### src/glb_consts.svh
// Global buffer constants
`ifndef GLB_CONSTS_SVH
`define GLB_CONSTS_SVH

// Number of banks in the buffer.
`define GLB_NUM_BANKS 4

// Width of one data word.
`define GLB_DATA_WIDTH 64

// Word address inside one bank.
// 256 words per bank.
`define GLB_BANK_ADDR_WIDTH 8

// Bank select field.
// Must cover GLB_NUM_BANKS.
`define GLB_BANK_IDX_WIDTH 2

// Full word address.
// Bank index sits in the upper bits.
`define GLB_ADDR_WIDTH 10

// Words held by one bank.
`define GLB_BANK_DEPTH (1 << `GLB_BANK_ADDR_WIDTH)

`endif

### src/glb_pkg.sv
// Global buffer types
`include "glb_consts.svh"

package glb_pkg;

    // One data word.
    typedef logic [`GLB_DATA_WIDTH-1:0] word_t;

    // Full word address, bank index on top.
    typedef logic [`GLB_ADDR_WIDTH-1:0] addr_t;

    // Word address inside a bank.
    typedef logic [`GLB_BANK_ADDR_WIDTH-1:0] bank_addr_t;

    // Bank index.
    typedef logic [`GLB_BANK_IDX_WIDTH-1:0] bank_idx_t;

    // One-hot bank mask.
    // One bit per bank.
    typedef logic [`GLB_NUM_BANKS-1:0] bank_mask_t;

endpackage

### src/glb_req_decoder.sv
// Bank request decoder
`timescale 1ns/1ps
`include "glb_consts.svh"

module glb_req_decoder (
    input  logic                   host_wr_en,
    input  glb_pkg::addr_t         host_wr_addr,
    input  logic                   host_rd_en,
    input  glb_pkg::addr_t         host_rd_addr,
    input  logic                   cgra_wr_en,
    input  glb_pkg::addr_t         cgra_wr_addr,
    input  logic                   cgra_rd_en,
    input  glb_pkg::addr_t         cgra_rd_addr,
    output glb_pkg::bank_mask_t    host_wr_sel,
    output glb_pkg::bank_mask_t    host_rd_sel,
    output glb_pkg::bank_mask_t    cgra_wr_sel,
    output glb_pkg::bank_mask_t    cgra_rd_sel,
    output glb_pkg::bank_addr_t    host_wr_bank_addr,
    output glb_pkg::bank_addr_t    host_rd_bank_addr,
    output glb_pkg::bank_addr_t    cgra_wr_bank_addr,
    output glb_pkg::bank_addr_t    cgra_rd_bank_addr,
    output logic                   cgra_stall
);

    // Raw per-bank requests before arbitration.
    glb_pkg::bank_mask_t host_rd_req;
    glb_pkg::bank_mask_t cgra_wr_req;
    glb_pkg::bank_mask_t cgra_rd_req;
    // Banks touched by any host enable this cycle.
    glb_pkg::bank_mask_t host_busy;

    // Enable plus address to one-hot bank mask.
    function automatic glb_pkg::bank_mask_t bank_mask(input logic en,
                                                      input glb_pkg::addr_t addr);
        glb_pkg::bank_idx_t idx;
        idx = addr[`GLB_ADDR_WIDTH-1 -: `GLB_BANK_IDX_WIDTH];
        if (en) begin
            return glb_pkg::bank_mask_t'(1) << idx;
        end
        return '0;
    endfunction

    always_comb begin
        host_wr_sel = bank_mask(host_wr_en, host_wr_addr);
        host_rd_req = bank_mask(host_rd_en, host_rd_addr);
        cgra_wr_req = bank_mask(cgra_wr_en, cgra_wr_addr);
        cgra_rd_req = bank_mask(cgra_rd_en, cgra_rd_addr);
        host_busy   = host_wr_sel | host_rd_req;
        // Host write beats host read in one bank. Not signalled.
        host_rd_sel = host_rd_req & ~host_wr_sel;
        // Any host use of a bank blocks the CGRA there.
        cgra_wr_sel = cgra_wr_req & ~host_busy;
        // CGRA write beats CGRA read in one bank. Not signalled.
        cgra_rd_sel = cgra_rd_req & ~host_busy & ~cgra_wr_sel;
        // Stall only on host collisions.
        cgra_stall  = |((cgra_wr_req | cgra_rd_req) & host_busy);
    end

    // In-bank word address for every bank.
    assign host_wr_bank_addr = host_wr_addr[`GLB_BANK_ADDR_WIDTH-1:0];
    assign host_rd_bank_addr = host_rd_addr[`GLB_BANK_ADDR_WIDTH-1:0];
    assign cgra_wr_bank_addr = cgra_wr_addr[`GLB_BANK_ADDR_WIDTH-1:0];
    assign cgra_rd_bank_addr = cgra_rd_addr[`GLB_BANK_ADDR_WIDTH-1:0];

endmodule

### config.mk
export PLATFORM = sky130hd
export DESIGN_NAME = glb_req_decoder
export DESIGN_NICKNAME = d
export VERILOG_FILES = /design/src/glb_pkg.sv /design/src/glb_req_decoder.sv
export VERILOG_INCLUDE_DIRS = /design/src
export SDC_FILE = /design/constraint.sdc
export NUM_CORES = 1
export LEC_CHECK = 0
export BUFFER_PORTS_ARGS = -buffer_cell sky130_fd_sc_hd__buf_2
export CORE_MARGIN = 2
export CORE_UTILIZATION = 30
export DETAILED_ROUTE_END_ITERATION = 8
export PLACE_DENSITY = 0.94
export SLEW_MARGIN = 30
export SYNTH_ARGS = -nofsm -noshare
export SYNTH_HDL_FRONTEND = slang
export SYNTH_SLANG_ARGS = --single-unit
### constraint.sdc
create_clock -name vclk -period 1.1
set_input_delay 0.055 -clock vclk [all_inputs]
set_output_delay 0.055 -clock vclk [all_outputs]
set_load 0.02 [all_outputs]
==> metrics.log <==
[metrics] status: finished, final reports clean
[metrics] number of global-route vias before repair: 400
[metrics] setup_tns: 0 ps
[metrics] wire length after detailed routing: 1140 µm
[metrics] number of cells in the design after placement: 85
[metrics] number of standard cells in the layout, taps in and fillers out: 85
[metrics] initial antenna violation count: 0
[metrics] CP max stage cell: a2bb2o_1
[metrics] largest voltage drop on the vdd net: 0.106 mV
[metrics] Routability Congestion: 0.832
[metrics] number of clock buffers in the layout: 0
[metrics] Yosys warning total: 0
[metrics] Worst EP arrival: 970 ps
[metrics] final period utilization: ~94%
[metrics] fraction of the yosys area taken by sequential cells: 0%
[metrics] area growth from synthesis to final layout: -9.79%
[metrics] Final Critical Period: 1030 ps
[metrics] final setup violating endpoints: 0
[metrics] detailed placer's ending HPWL: 998 µm
[metrics] overall fraction of global-route tracks in use: a little under a tenth
[metrics] Worst path most repeated cell: buf_2
[metrics] area leader, netlist: buf_4
[metrics] leading cell type in the layout, fill and taps excluded: buf_2
[metrics] Least-Margin Pin Slew: 294 ps
[metrics] maximum clock frequency: between 900 and 1000 MHz
[metrics] remaining max-slew budget at the tightest pin: roughly 80%
[metrics] proportion of netlist area held by the largest area contributor: 45.8%
[metrics] number of max-cap violations: 0
[metrics] first-pass GRT wire length: 1590 µm
[metrics] detailed-route DRC error count: 0
[metrics] post-synthesis cell area: between 500 and 600 µm²
[metrics] worst hold path depth: 0
[metrics] fraction of layout instances using a drive strength above 1: a little under three fifths
[metrics] maximum number of pins on one net before global-route repair: 7
[metrics] switching power summed over all nets: approximately 0.098 mW
[metrics] wire length per cell: between 10 and 15 µm
[metrics] sequential standard cell area: 0 µm²
[metrics] critical path capture point type: output port
[metrics] distinct cell type count after synthesis: 20
[metrics] Starting Density: between 30 and 40%
[metrics] chip height: 45.8 µm
[metrics] sequential share of power: 0%
[metrics] proportion of total power due to net switching: 58.3%
[metrics] Req. time, crit path: 1040 ps
[metrics] Pwr per Cell Area: 357 nW/µm²
[metrics] Post-CTS Hold Fix Bufs: 0
[metrics] number of hold violations in the final report: 0
[metrics] highest-count cells in the layout ignoring fill and taps: buf_2, and3b_1, nor2_1, nor3b_1, nand3_1
[metrics] setup repair after global routing missed its margin: no
[metrics] core region area: 1690 µm²
[metrics] number of flip-flops and latches: 0
[metrics] clock share of power: 0%
[metrics] Worst Hold End: cgra_wr_bank_addr[4]
[metrics] width of the die: roughly 46 µm
[metrics] worst setup path class: primary input to output port
[metrics] leakage dissipation: 0.272 nW
[metrics] Hold Path Origin: cgra_wr_addr[4]
[metrics] peak fanout along the critical path: 4
[metrics] average vias per placed instance: 5.39
[metrics] design internal power: 0.0705 mW
[metrics] origin of the worst setup path: host_wr_addr[8]
[metrics] number of max-slew violations in the final report: 0
[metrics] synth top area cells: buf_4, nor3b_1, and3b_1
[metrics] Mapped Cells: 71
[metrics] post-synthesis average cell area: 7.38 µm²
[metrics] Ant. Diodes: 0
[metrics] remaining global-route overflow: 0
[metrics] worst hold-check slack: 110 ps
[metrics] row count: 15
[metrics] critical path launch point type: primary input
[metrics] post-route antenna net violation count: 0
[metrics] number of optimization iterations in the first detailed-route pass: 4
[metrics] I/O Pins: 93
[metrics] Detailed Route Iter0 Violations: 6
[metrics] count of port buffers added during placement: 29
[metrics] Comb power frac: between 90% and 100%
[metrics] chain of cells forming the critical path: buf_2 -> and3b_1 -> a2bb2o_1 -> nand4b_1 -> buf_2
[metrics] Total Die Area: roughly 2100 µm²
[metrics] maximum single-stage delay on the critical path: between 200 and 300 ps
[metrics] final net count: around 110
[metrics] worst min path class: primary input to output port
[metrics] post-synthesis net count: 115
[metrics] Vias: between 400 and 500
Yosys cell counts (all sizes together):
library cell,count
nand4b,1
nor3b,8
a22oi,1
nand3b,3
buf,32
or3b,1
clkbuf,1
and3b,6
nand2,1
nor4b,2
and2b,1
nor2,5
or2,1
nand3,4
inv,1
o22ai,2
a2bb2o,1
what timing repair did:
action / CTS / global route
setup endpoints to repair: 0 / 1
buffers inserted: 0 / 0
resized for setup: 0 / 3
per-stage QoR:
step                      cell area [µm²]  util [%]  worst slack, ps  power (mW)
final                                 473      28.0             70.4       0.169
after global routing                  473      28.0             16.2       0.182
after CTS                             459      27.2             51.6       0.164
after detailed placement              459      27.2             53.3       0.164
after global placement                459      27.2             79.7       0.160
after floorplan                       531         -             55.5       0.263
power groups by stage:
stage	registers [mW]	logic (mW)	clock network, mW
finish	0	0.169	0
global route	0	0.182	0
CTS	0	0.164	0
detailed placement	0	0.164	0
global placement	0	0.160	0
floorplan	0	0.263	0
worst max-delay path by stage:
stage / endpoint / slack [ps] / cells past startpoint
floorplan: cgra_wr_sel[1] / 60 / 3
global placement: cgra_stall / 80 / 5
detailed placement: cgra_stall / 50 / 5
CTS: cgra_stall / 50 / 5
global route: cgra_rd_sel[2] / 20 / 5
finish: cgra_stall / 70 / 5
area by class of cell:
class / instances / area (µm²)
Multi-Input combinational cell: 37 / 293
Fill cell: 199 / 1220
Timing Repair Buffer: 30 / 155
Tap cell: 17 / 21.3
Inverter: 1 / 3.75
kinds of logic after synthesis:
| logic type | count (synthesis) | share of synthesized area (%) |
|---|---|---|
| AOI/OAI and AO/OA | 4 | 5.73 |
| and+or+nand+nor | 33 | 46.8 |
| buffers and inverters | 34 | 47.5 |
routing by layer:
metal	up-vias	global-route usage (%)	share of wire [%]	wire (µm)
li1	212	-	-	-
met1	212	11.9	41	468
met2	30	17.5	48	543
met3	4	1.59	11	120
met4	0	1.14	0.79	9
met5	-	0	0	0
worst max-delay path, delay by kind of cell:
family | cells | cell delay, ps
AOI/OAI and AO/OA | 1 | 290
and+or+nand+nor | 2 | 330
buffers and inverters | 2 | 300
No activity file was read; power rests on OpenSTA's default activity.
