**src/glb_consts.svh**
```systemverilog
// Global buffer constants
`ifndef GLB_CONSTS_SVH
`define GLB_CONSTS_SVH

// Number of banks in the buffer.
`define GLB_NUM_BANKS 4

// Width of one data word.
`define GLB_DATA_WIDTH 64

// Word address inside one bank.
// 256 words per bank.
`define GLB_BANK_ADDR_WIDTH 8

// Bank select field.
// Must cover GLB_NUM_BANKS.
`define GLB_BANK_IDX_WIDTH 2

// Full word address.
// Bank index sits in the upper bits.
`define GLB_ADDR_WIDTH 10

// Words held by one bank.
`define GLB_BANK_DEPTH (1 << `GLB_BANK_ADDR_WIDTH)

`endif

```
**src/glb_pkg.sv**
```systemverilog
// Global buffer types
`include "glb_consts.svh"

package glb_pkg;

    // One data word.
    typedef logic [`GLB_DATA_WIDTH-1:0] word_t;

    // Full word address, bank index on top.
    typedef logic [`GLB_ADDR_WIDTH-1:0] addr_t;

    // Word address inside a bank.
    typedef logic [`GLB_BANK_ADDR_WIDTH-1:0] bank_addr_t;

    // Bank index.
    typedef logic [`GLB_BANK_IDX_WIDTH-1:0] bank_idx_t;

    // One-hot bank mask.
    // One bit per bank.
    typedef logic [`GLB_NUM_BANKS-1:0] bank_mask_t;

endpackage

```
**src/glb_rd_return.sv**
```systemverilog
// Read data return mux
`timescale 1ns/1ps
`include "glb_consts.svh"

module glb_rd_return (
    input  logic                 clk,
    input  logic                 reset,
    input  glb_pkg::bank_mask_t  host_rd_sel,
    input  glb_pkg::bank_mask_t  cgra_rd_sel,
    input  glb_pkg::word_t       bank_host_rd_data [`GLB_NUM_BANKS],
    input  glb_pkg::word_t       bank_cgra_rd_data [`GLB_NUM_BANKS],
    output glb_pkg::word_t       host_rd_data,
    output glb_pkg::word_t       cgra_rd_data
);

    // Bank that served each port's last granted read.
    glb_pkg::bank_idx_t host_idx_q;
    glb_pkg::bank_idx_t cgra_idx_q;

    // One-hot mask to bank index.
    function automatic glb_pkg::bank_idx_t mask_to_idx(input glb_pkg::bank_mask_t mask);
        glb_pkg::bank_idx_t idx;
        idx = '0;
        for (int i = 0; i < `GLB_NUM_BANKS; i++) begin
            if (mask[i]) begin
                idx = glb_pkg::bank_idx_t'(i);
            end
        end
        return idx;
    endfunction

    // Only a granted read moves the index.
    // Idle cycles keep pointing at the same bank.
    always_ff @(posedge clk or posedge reset) begin
        if (reset) begin
            host_idx_q <= '0;
            cgra_idx_q <= '0;
        end else begin
            if (|host_rd_sel) begin
                host_idx_q <= mask_to_idx(host_rd_sel);
            end
            if (|cgra_rd_sel) begin
                cgra_idx_q <= mask_to_idx(cgra_rd_sel);
            end
        end
    end

    // Bank outputs already hold between reads.
    assign host_rd_data = bank_host_rd_data[host_idx_q];
    assign cgra_rd_data = bank_cgra_rd_data[cgra_idx_q];

    // Each granted read names one bank at most.
    assert property (@(posedge clk) disable iff (reset)
        $onehot0(host_rd_sel) && $onehot0(cgra_rd_sel));

endmodule

```
**config.mk**
```make
export PLATFORM = sky130hd
export DESIGN_NAME = glb_rd_return
export DESIGN_NICKNAME = d
export VERILOG_FILES = /design/src/glb_pkg.sv /design/src/glb_rd_return.sv
export VERILOG_INCLUDE_DIRS = /design/src
export SDC_FILE = /design/constraint.sdc
export NUM_CORES = 1
export LEC_CHECK = 0
export ABC_AREA = 1
export BUFFER_PORTS_ARGS = -buffer_cell sky130_fd_sc_hd__buf_4
export CORE_AREA = 5 5 250 252
export DETAILED_ROUTE_END_ITERATION = 10
export DIE_AREA = 0 0 255 257
export PLACE_DENSITY = 0.42
export SLEW_MARGIN = 20
export SYNTH_ARGS = -nofsm -noshare
export SYNTH_HDL_FRONTEND = slang
export SYNTH_SLANG_ARGS = --single-unit
export TNS_END_PERCENT = 1
```
**constraint.sdc**
```tcl
create_clock -name clk -period 1.4 [get_ports clk]
set_input_delay 0.28 -clock clk [delete_from_list [all_inputs] [get_ports clk]]
set_output_delay 0.28 -clock clk [all_outputs]
set_load 0.01 [all_outputs]
```
==> summary.txt, run 1 <==
status - finished with violations
failing checks - hold timing, setup timing
Vias/cell - 3.51
DRT antenna net count - 0
ys async rst share - 1.00
synthesis-to-layout area growth - 111%
synth warn - 0
filler cell count - 7192
Power Total - 0.00529 W
Initial Utilization - 0.103
Max Clock Freq - 532 MHz
most common library cells after synthesis - nand2_1 (646), inv_1 (515), nand3_1 (258)
worst reg2reg path depth - 4
total CTS buffers - 3
buffers plus inverters on the worst setup path - 3
worst slack, placed - -0.240 ns
top-count cell post-synth - nand2_1
grt total ovfl - 0
share of the synthesized area in the top cell type - 0.392
layout cell share with drive strength beyond 1 - 0.361
Crit Path Max Fanout - 11
reg2reg setup slack - 0.24 ns
Setup violations, final - 128
Slew headroom - 0.800
VDD IR max - 0.000244 V
slowest stage delay, CP - 0.52 ns
die area - 65500 µm²
post-synth net total - 2037
drt initial violations - 422
min Tclk post-route - 1.88 ns
Residual DRC - 0
Final nets - 2698
clock sinks - 4
Required @ worst endpoint - 1.12 ns
worst-margin pin slew - 0.300 ns
Slew Viols, Final - 0
CP Class - reg2out
most frequent CP cell - nand2_1
largest net degree at the start of global routing - 33
Pwr Density - 405 nW/µm²
critical path's top delay family - buffers and inverters
top cells by area, synth - nand2_1 (39%), inv_1 (31%), nand3_1 (21%), buf_2 (5.1%), dfrtp_1 (1.6%)
grt met2 use - 0.244
CP startpoint - host_idx_q[0]$_DFFE_PP0P_
row cnt - 90
Final Cycle Share - 1.34
clock transition at the registers of the reported paths - 0.04 ns
Post-Syn Area - 6190 µm²
htree depth - 1
Detail Placement HPWL - 41300 µm
GR Util met3 - 0.0449
Seq cells post-synth - 4
post-synth top area cell - nand2_1
worst clock skew - 0 ns
hold buffer count at CTS - 0
number of synthesized flops with an enable pin - 0
CP arrival - 1.60 ns
CTS Buffer Depth - 2
Root Buffer - clkbuf_16
Synth cell types - 11
crit start category - flop
RSZ-0062 raised after global routing - true
sum of negative setup slack - -48.53 ns
min setup slack post-route - -0.480 ns
critical path endpoint category - output port
via count - 10400
Final Hold Fails - 3
count of maximum capacitance violations - 0
DRT Wirelength - 47200 µm
syn_area_per_cell - 4.08 µm²
antenna violations before repair - 7
worst flop-to-flop path endpoint - host_idx_q[0]$_DFFE_PP0P_
GRT Total Usage - 0.132
Syn Inst Count - 1515
vias in the first global route - 10500
Hold Crit Class - in2async
# port buffers - 649
GRT Max-Usage Layer - met2
Hold Slack - -0.00482 ns
Chip Height - 257 µm
CP max stage cell - dfrtp_4
GP Congestion - 0.851
Routed WL per cell - 15.9 µm
top_reg_cell synth - dfrtp_1
met1 usage in global routing - 0.150
DR pass1 iterations - 4
die width - 255 µm
TritonCTS clock tree - yes
core box area - 59900 µm²
worst skew pair latency - 0.23 ns
first-pass GRT wire length - 65900 µm
Top-Level Pins - 650
reg-to-reg startpoint - host_idx_q[0]$_DFFE_PP0P_
leakage - 8.81 nW
worst path cell trace - inv_6 -> bufbuf_16 -> nand2_1 -> nand3_1 -> nand2_1 -> buf_4
Seq/Total Area, Yosys - 0.0162
per-stage QoR:
step                 util  std cells  instance area, µm²  hold WS, ns
global placement    0.211       2948               12700        0.281
finish              0.218       2961               13100     -0.00482
CTS                 0.215       2954               12900       0.0178
global route        0.218       2956               13100       0.0231
detailed placement  0.211       2948               12700        0.270
floorplan               -       1515                6190       0.0461
cells by family (layout without fill, tap and decap cells):
logic type / Yosys count / count (layout) / share of synthesized area
simple gates: 908 / 908 / 0.603
other cells: 0 / 5 / 0
buf+inv: 601 / 1260 / 0.379
flops: 4 / 4 / 0.0162
compound gates: 2 / 2 / 0.00162
state kept, by name, indices dropped and copies added (netlist names):
name,cells
host_idx_q,2
cgra_idx_q,2
worst register-to-register path, delay by kind of cell, from the launching register on:
kind	cells	cell delay, ns
flip-flops	1	0.52
AND/OR/NAND/NOR	2	0.16
buffers and inverters	2	0.34
cell usage in the layout (no fill, tap or decap):
master / instances
a21oi_1: 2
buf_12: 30
buf_16: 1
buf_4: 686
buf_6: 17
buf_8: 1
bufbuf_16: 2
clkbuf_16: 4
clkinv_8: 1
dfrtp_2: 2
dfrtp_4: 2
diode_2: 5
inv_1: 515
inv_2: 1
inv_4: 1
inv_6: 1
nand2_1: 623
nand2_2: 23
nand3_1: 246
nand3_2: 12
nor2_1: 4
cell type report:
class / count / area, µm² / area share
inverter: 519 / 1970 / 0.150
antenna: 5 / 12.5 / 0.000957
timing repair buffer: 738 / 6070 / 0.465
clock buffer: 3 / 75.1 / 0.00574
tap: 782 / 978 / 0.0748
sequential: 4 / 110 / 0.00842
multi-input combinational: 910 / 3860 / 0.295
routing by layer:
metal / share of wire / up-vias
met5: 0.00066 / -
met4: 0.019 / 4
met3: 0.10 / 28
met2: 0.50 / 439
met1: 0.38 / 4392
li1: - / 5542
what timing repair did:
item	CTS	global route
setup buffers	0	1
gates resized for setup	22	38
gates cloned	3	1
pin swaps	3	6
endpoints found under the setup margin	128	128
worst max path at each step:
stage	slack (ns)	endpoint	cells past startpoint
6_report	-0.48	host_rd_data[7]	6
5_1_grt	-0.54	host_rd_data[24]	7
4_1_cts	-0.49	host_rd_data[13]	7
3_5_place_dp	-0.24	cgra_rd_data[1]	7
3_3_place_gp	-0.24	cgra_rd_data[1]	7
2_1_floorplan	0.14	cgra_rd_data[39]	6
report_power, final:
part	switching, W	total, W	internal (W)	leakage, nW
clock network	0.000112	0.000481	0.000368	0.0370
registers	0.0000188	0.000146	0.000127	0.0393
logic	0.00223	0.00467	0.00244	8.73
No activity file was read; power rests on OpenSTA's default activity.
==> run 2: changes to the inputs <==
--- a/config.mk
+++ b/config.mk
@@ -12,6 +12,7 @@
 export DETAILED_ROUTE_END_ITERATION = 10
 export DIE_AREA = 0 0 255 257
 export PLACE_DENSITY = 0.42
+export SETUP_SLACK_MARGIN = 0.15
 export SLEW_MARGIN = 20
 export SYNTH_ARGS = -nofsm -noshare
 export SYNTH_HDL_FRONTEND = slang
==> summary.txt, run 2 (same netlist as run 1, synthesis figures left out) <==
failing checks - setup timing
min Tclk post-route - 1.87 ns
Vias/cell - 3.57
status - finished with violations
Design Area, Final - 13900 µm²
clock sinks - 4
DRT Wirelength - 48600 µm
count of maximum capacitance violations - 0
Hold EP - host_idx_q[0]$_DFFE_PP0P_
Max Clock Freq - 536 MHz
Detail Placement HPWL - 40900 µm
Root Buffer - clkbuf_16
Required @ worst endpoint - 1.12 ns
Crit Path Max Fanout - 8
worst clock skew - 0 ns
antenna violations before repair - 3
die area - 65500 µm²
Hold Crit Class - in2reg
first-pass GRT wire length - 67900 µm
CP startpoint - cgra_idx_q[0]$_DFFE_PP0P_
commonest non-fill, non-tap cell in the layout - buf_4
worst reg2reg path depth - 4
CTS Buffer Depth - 2
layout cell share with drive strength beyond 1 - 0.408
CP arrival - 1.59 ns
worst flop-to-flop path endpoint - host_idx_q[0]$_DFFE_PP0P_
hold path start - host_rd_sel[3]
Setup violations, final - 128
drt initial violations - 372
Slew Viols, Final - 0
Post-Route Utilization - 0.232
GRT Total Usage - 0.136
cell-internal power - 0.00319 W
Net Switching - 0.00253 W
core box area - 59900 µm²
crit start category - flop
hold depth - 3
VDD IR max - 0.000208 V
Initial Utilization - 0.103
TritonCTS clock tree - yes
combinational share of power - 0.893
clock transition at the registers of the reported paths - 0.03 ns
RSZ-0062 raised after global routing - true
Sequential Power Share - 0.026
min setup slack post-route - -0.466 ns
critical path endpoint category - output port
leakage - 9.08 nW
Routed WL per cell - 16.4 µm
synthesis-to-layout area growth - 125%
Final Hold Fails - 0
die width - 255 µm
total CTS buffers - 3
Sw Ratio - 0.442
commonest non-fill, non-tap cells in the layout - buf_4 (615), nand2_1 (565), inv_1 (515)
CP Class - reg2out
# port buffers - 649
Pwr Density - 412 nW/µm²
Top-Level Pins - 650
worst-margin pin slew - 0.356 ns
Slew headroom - 0.763
grt total ovfl - 0
Final nets - 2703
Regs by FF count - cgra_idx_q x2, host_idx_q x2
filler cell count - 7164
Residual DRC - 0
Final Cycle Share - 1.33
reg-to-reg startpoint - host_idx_q[0]$_DFFE_PP0P_
reg2reg setup slack - 0.23 ns
DRT antenna net count - 0
Post-DP Area - 12600 µm²
largest net degree at the start of global routing - 51
vias in the first global route - 10600
row cnt - 90
Chip Height - 257 µm
htree depth - 1
Clock Power Share - 0.080
worst skew pair latency - 0.23 ns
GP Congestion - 0.867
via count - 10600
DR pass1 iterations - 5
==> run 2: cell type report <==
class                   instances  area (µm²)  share of cell area
inverters                     519        1970               0.142
multi-input cells             910        4240               0.304
clock buffers                   3        75.1             0.00540
repair buffers                743        6540               0.470
well taps                     782         978              0.0703
flip-flops and latches          4         110             0.00791
diodes                          1        2.50            0.000180
==> run 2: worst max-delay path by stage <==
| stage | to | cells after the start | slack, ns |
|---|---|---|---|
| 2_1_floorplan | host_rd_data[23] | 4 | 0.15 |
| 6_report | cgra_rd_data[15] | 8 | -0.47 |
| 3_3_place_gp | host_rd_data[7] | 6 | -0.38 |
| 4_1_cts | host_rd_data[49] | 6 | -0.47 |
| 5_1_grt | cgra_rd_data[18] | 8 | -0.53 |
| 3_5_place_dp | host_rd_data[7] | 6 | -0.38 |
==> run 2: power groups by stage <==
stage	combinational (W)	clock (W)	sequential, W
6_report	0.00512	0.000459	0.000151
5_1_grt	0.00564	0.000483	0.000154
4_1_cts	0.00511	0.000469	0.000151
3_5_place_dp	0.00461	0	0.000145
3_3_place_gp	0.00462	0	0.000143
2_1_floorplan	0.00175	0	0.000131
==> run 2: what timing repair did <==
item | CTS | global route
hold endpoints to repair | 4 | 0
buffers inserted | 9 | 1
pin swaps | 28 | 25
resized for setup | 153 | 88
gates cloned | 7 | 2
hold buffers | 1 | 0
setup endpoints to repair | 129 | 129
==> run 2: per-layer routing <==
| layer | wire (µm) | GRT usage | part of all wire |
|---|---|---|---|
| met2 | 24400 | 0.253 | 0.50 |
| met4 | 1070 | 0.0249 | 0.022 |
| met3 | 4860 | 0.0461 | 0.10 |
| met1 | 18300 | 0.152 | 0.38 |
| met5 | 0 | 0 | 0 |
==> run 2: critical path: stages, from the launching register on <==
cell and delay, ns:
dfrtp_4 0.54, inv_8 0.11, buf_12 0.14, buf_12 0.12
clkbuf_16 0.14, nand2_2 0.05, nand3_2 0.06, nand2_2 0.06
buf_6 0.12
==> run 2: stage by stage <==
| stage | setup slack [ns] | TNS, ns | hold slack [ns] | std cells | total power, W |
|---|---|---|---|---|---|
| after global routing | -0.530 | -59.71 | 0.328 | 2961 | 0.00627 |
| final | -0.466 | -49.74 | 0.299 | 2962 | 0.00573 |
| after detailed placement | -0.384 | -27.56 | 0.218 | 2938 | 0.00476 |
| after floorplan | 0.149 | 0 | 0.0461 | 1515 | 0.00188 |
| after CTS | -0.472 | -53.61 | 0.318 | 2958 | 0.00573 |
| after global placement | -0.376 | -26.00 | 0.233 | 2938 | 0.00476 |
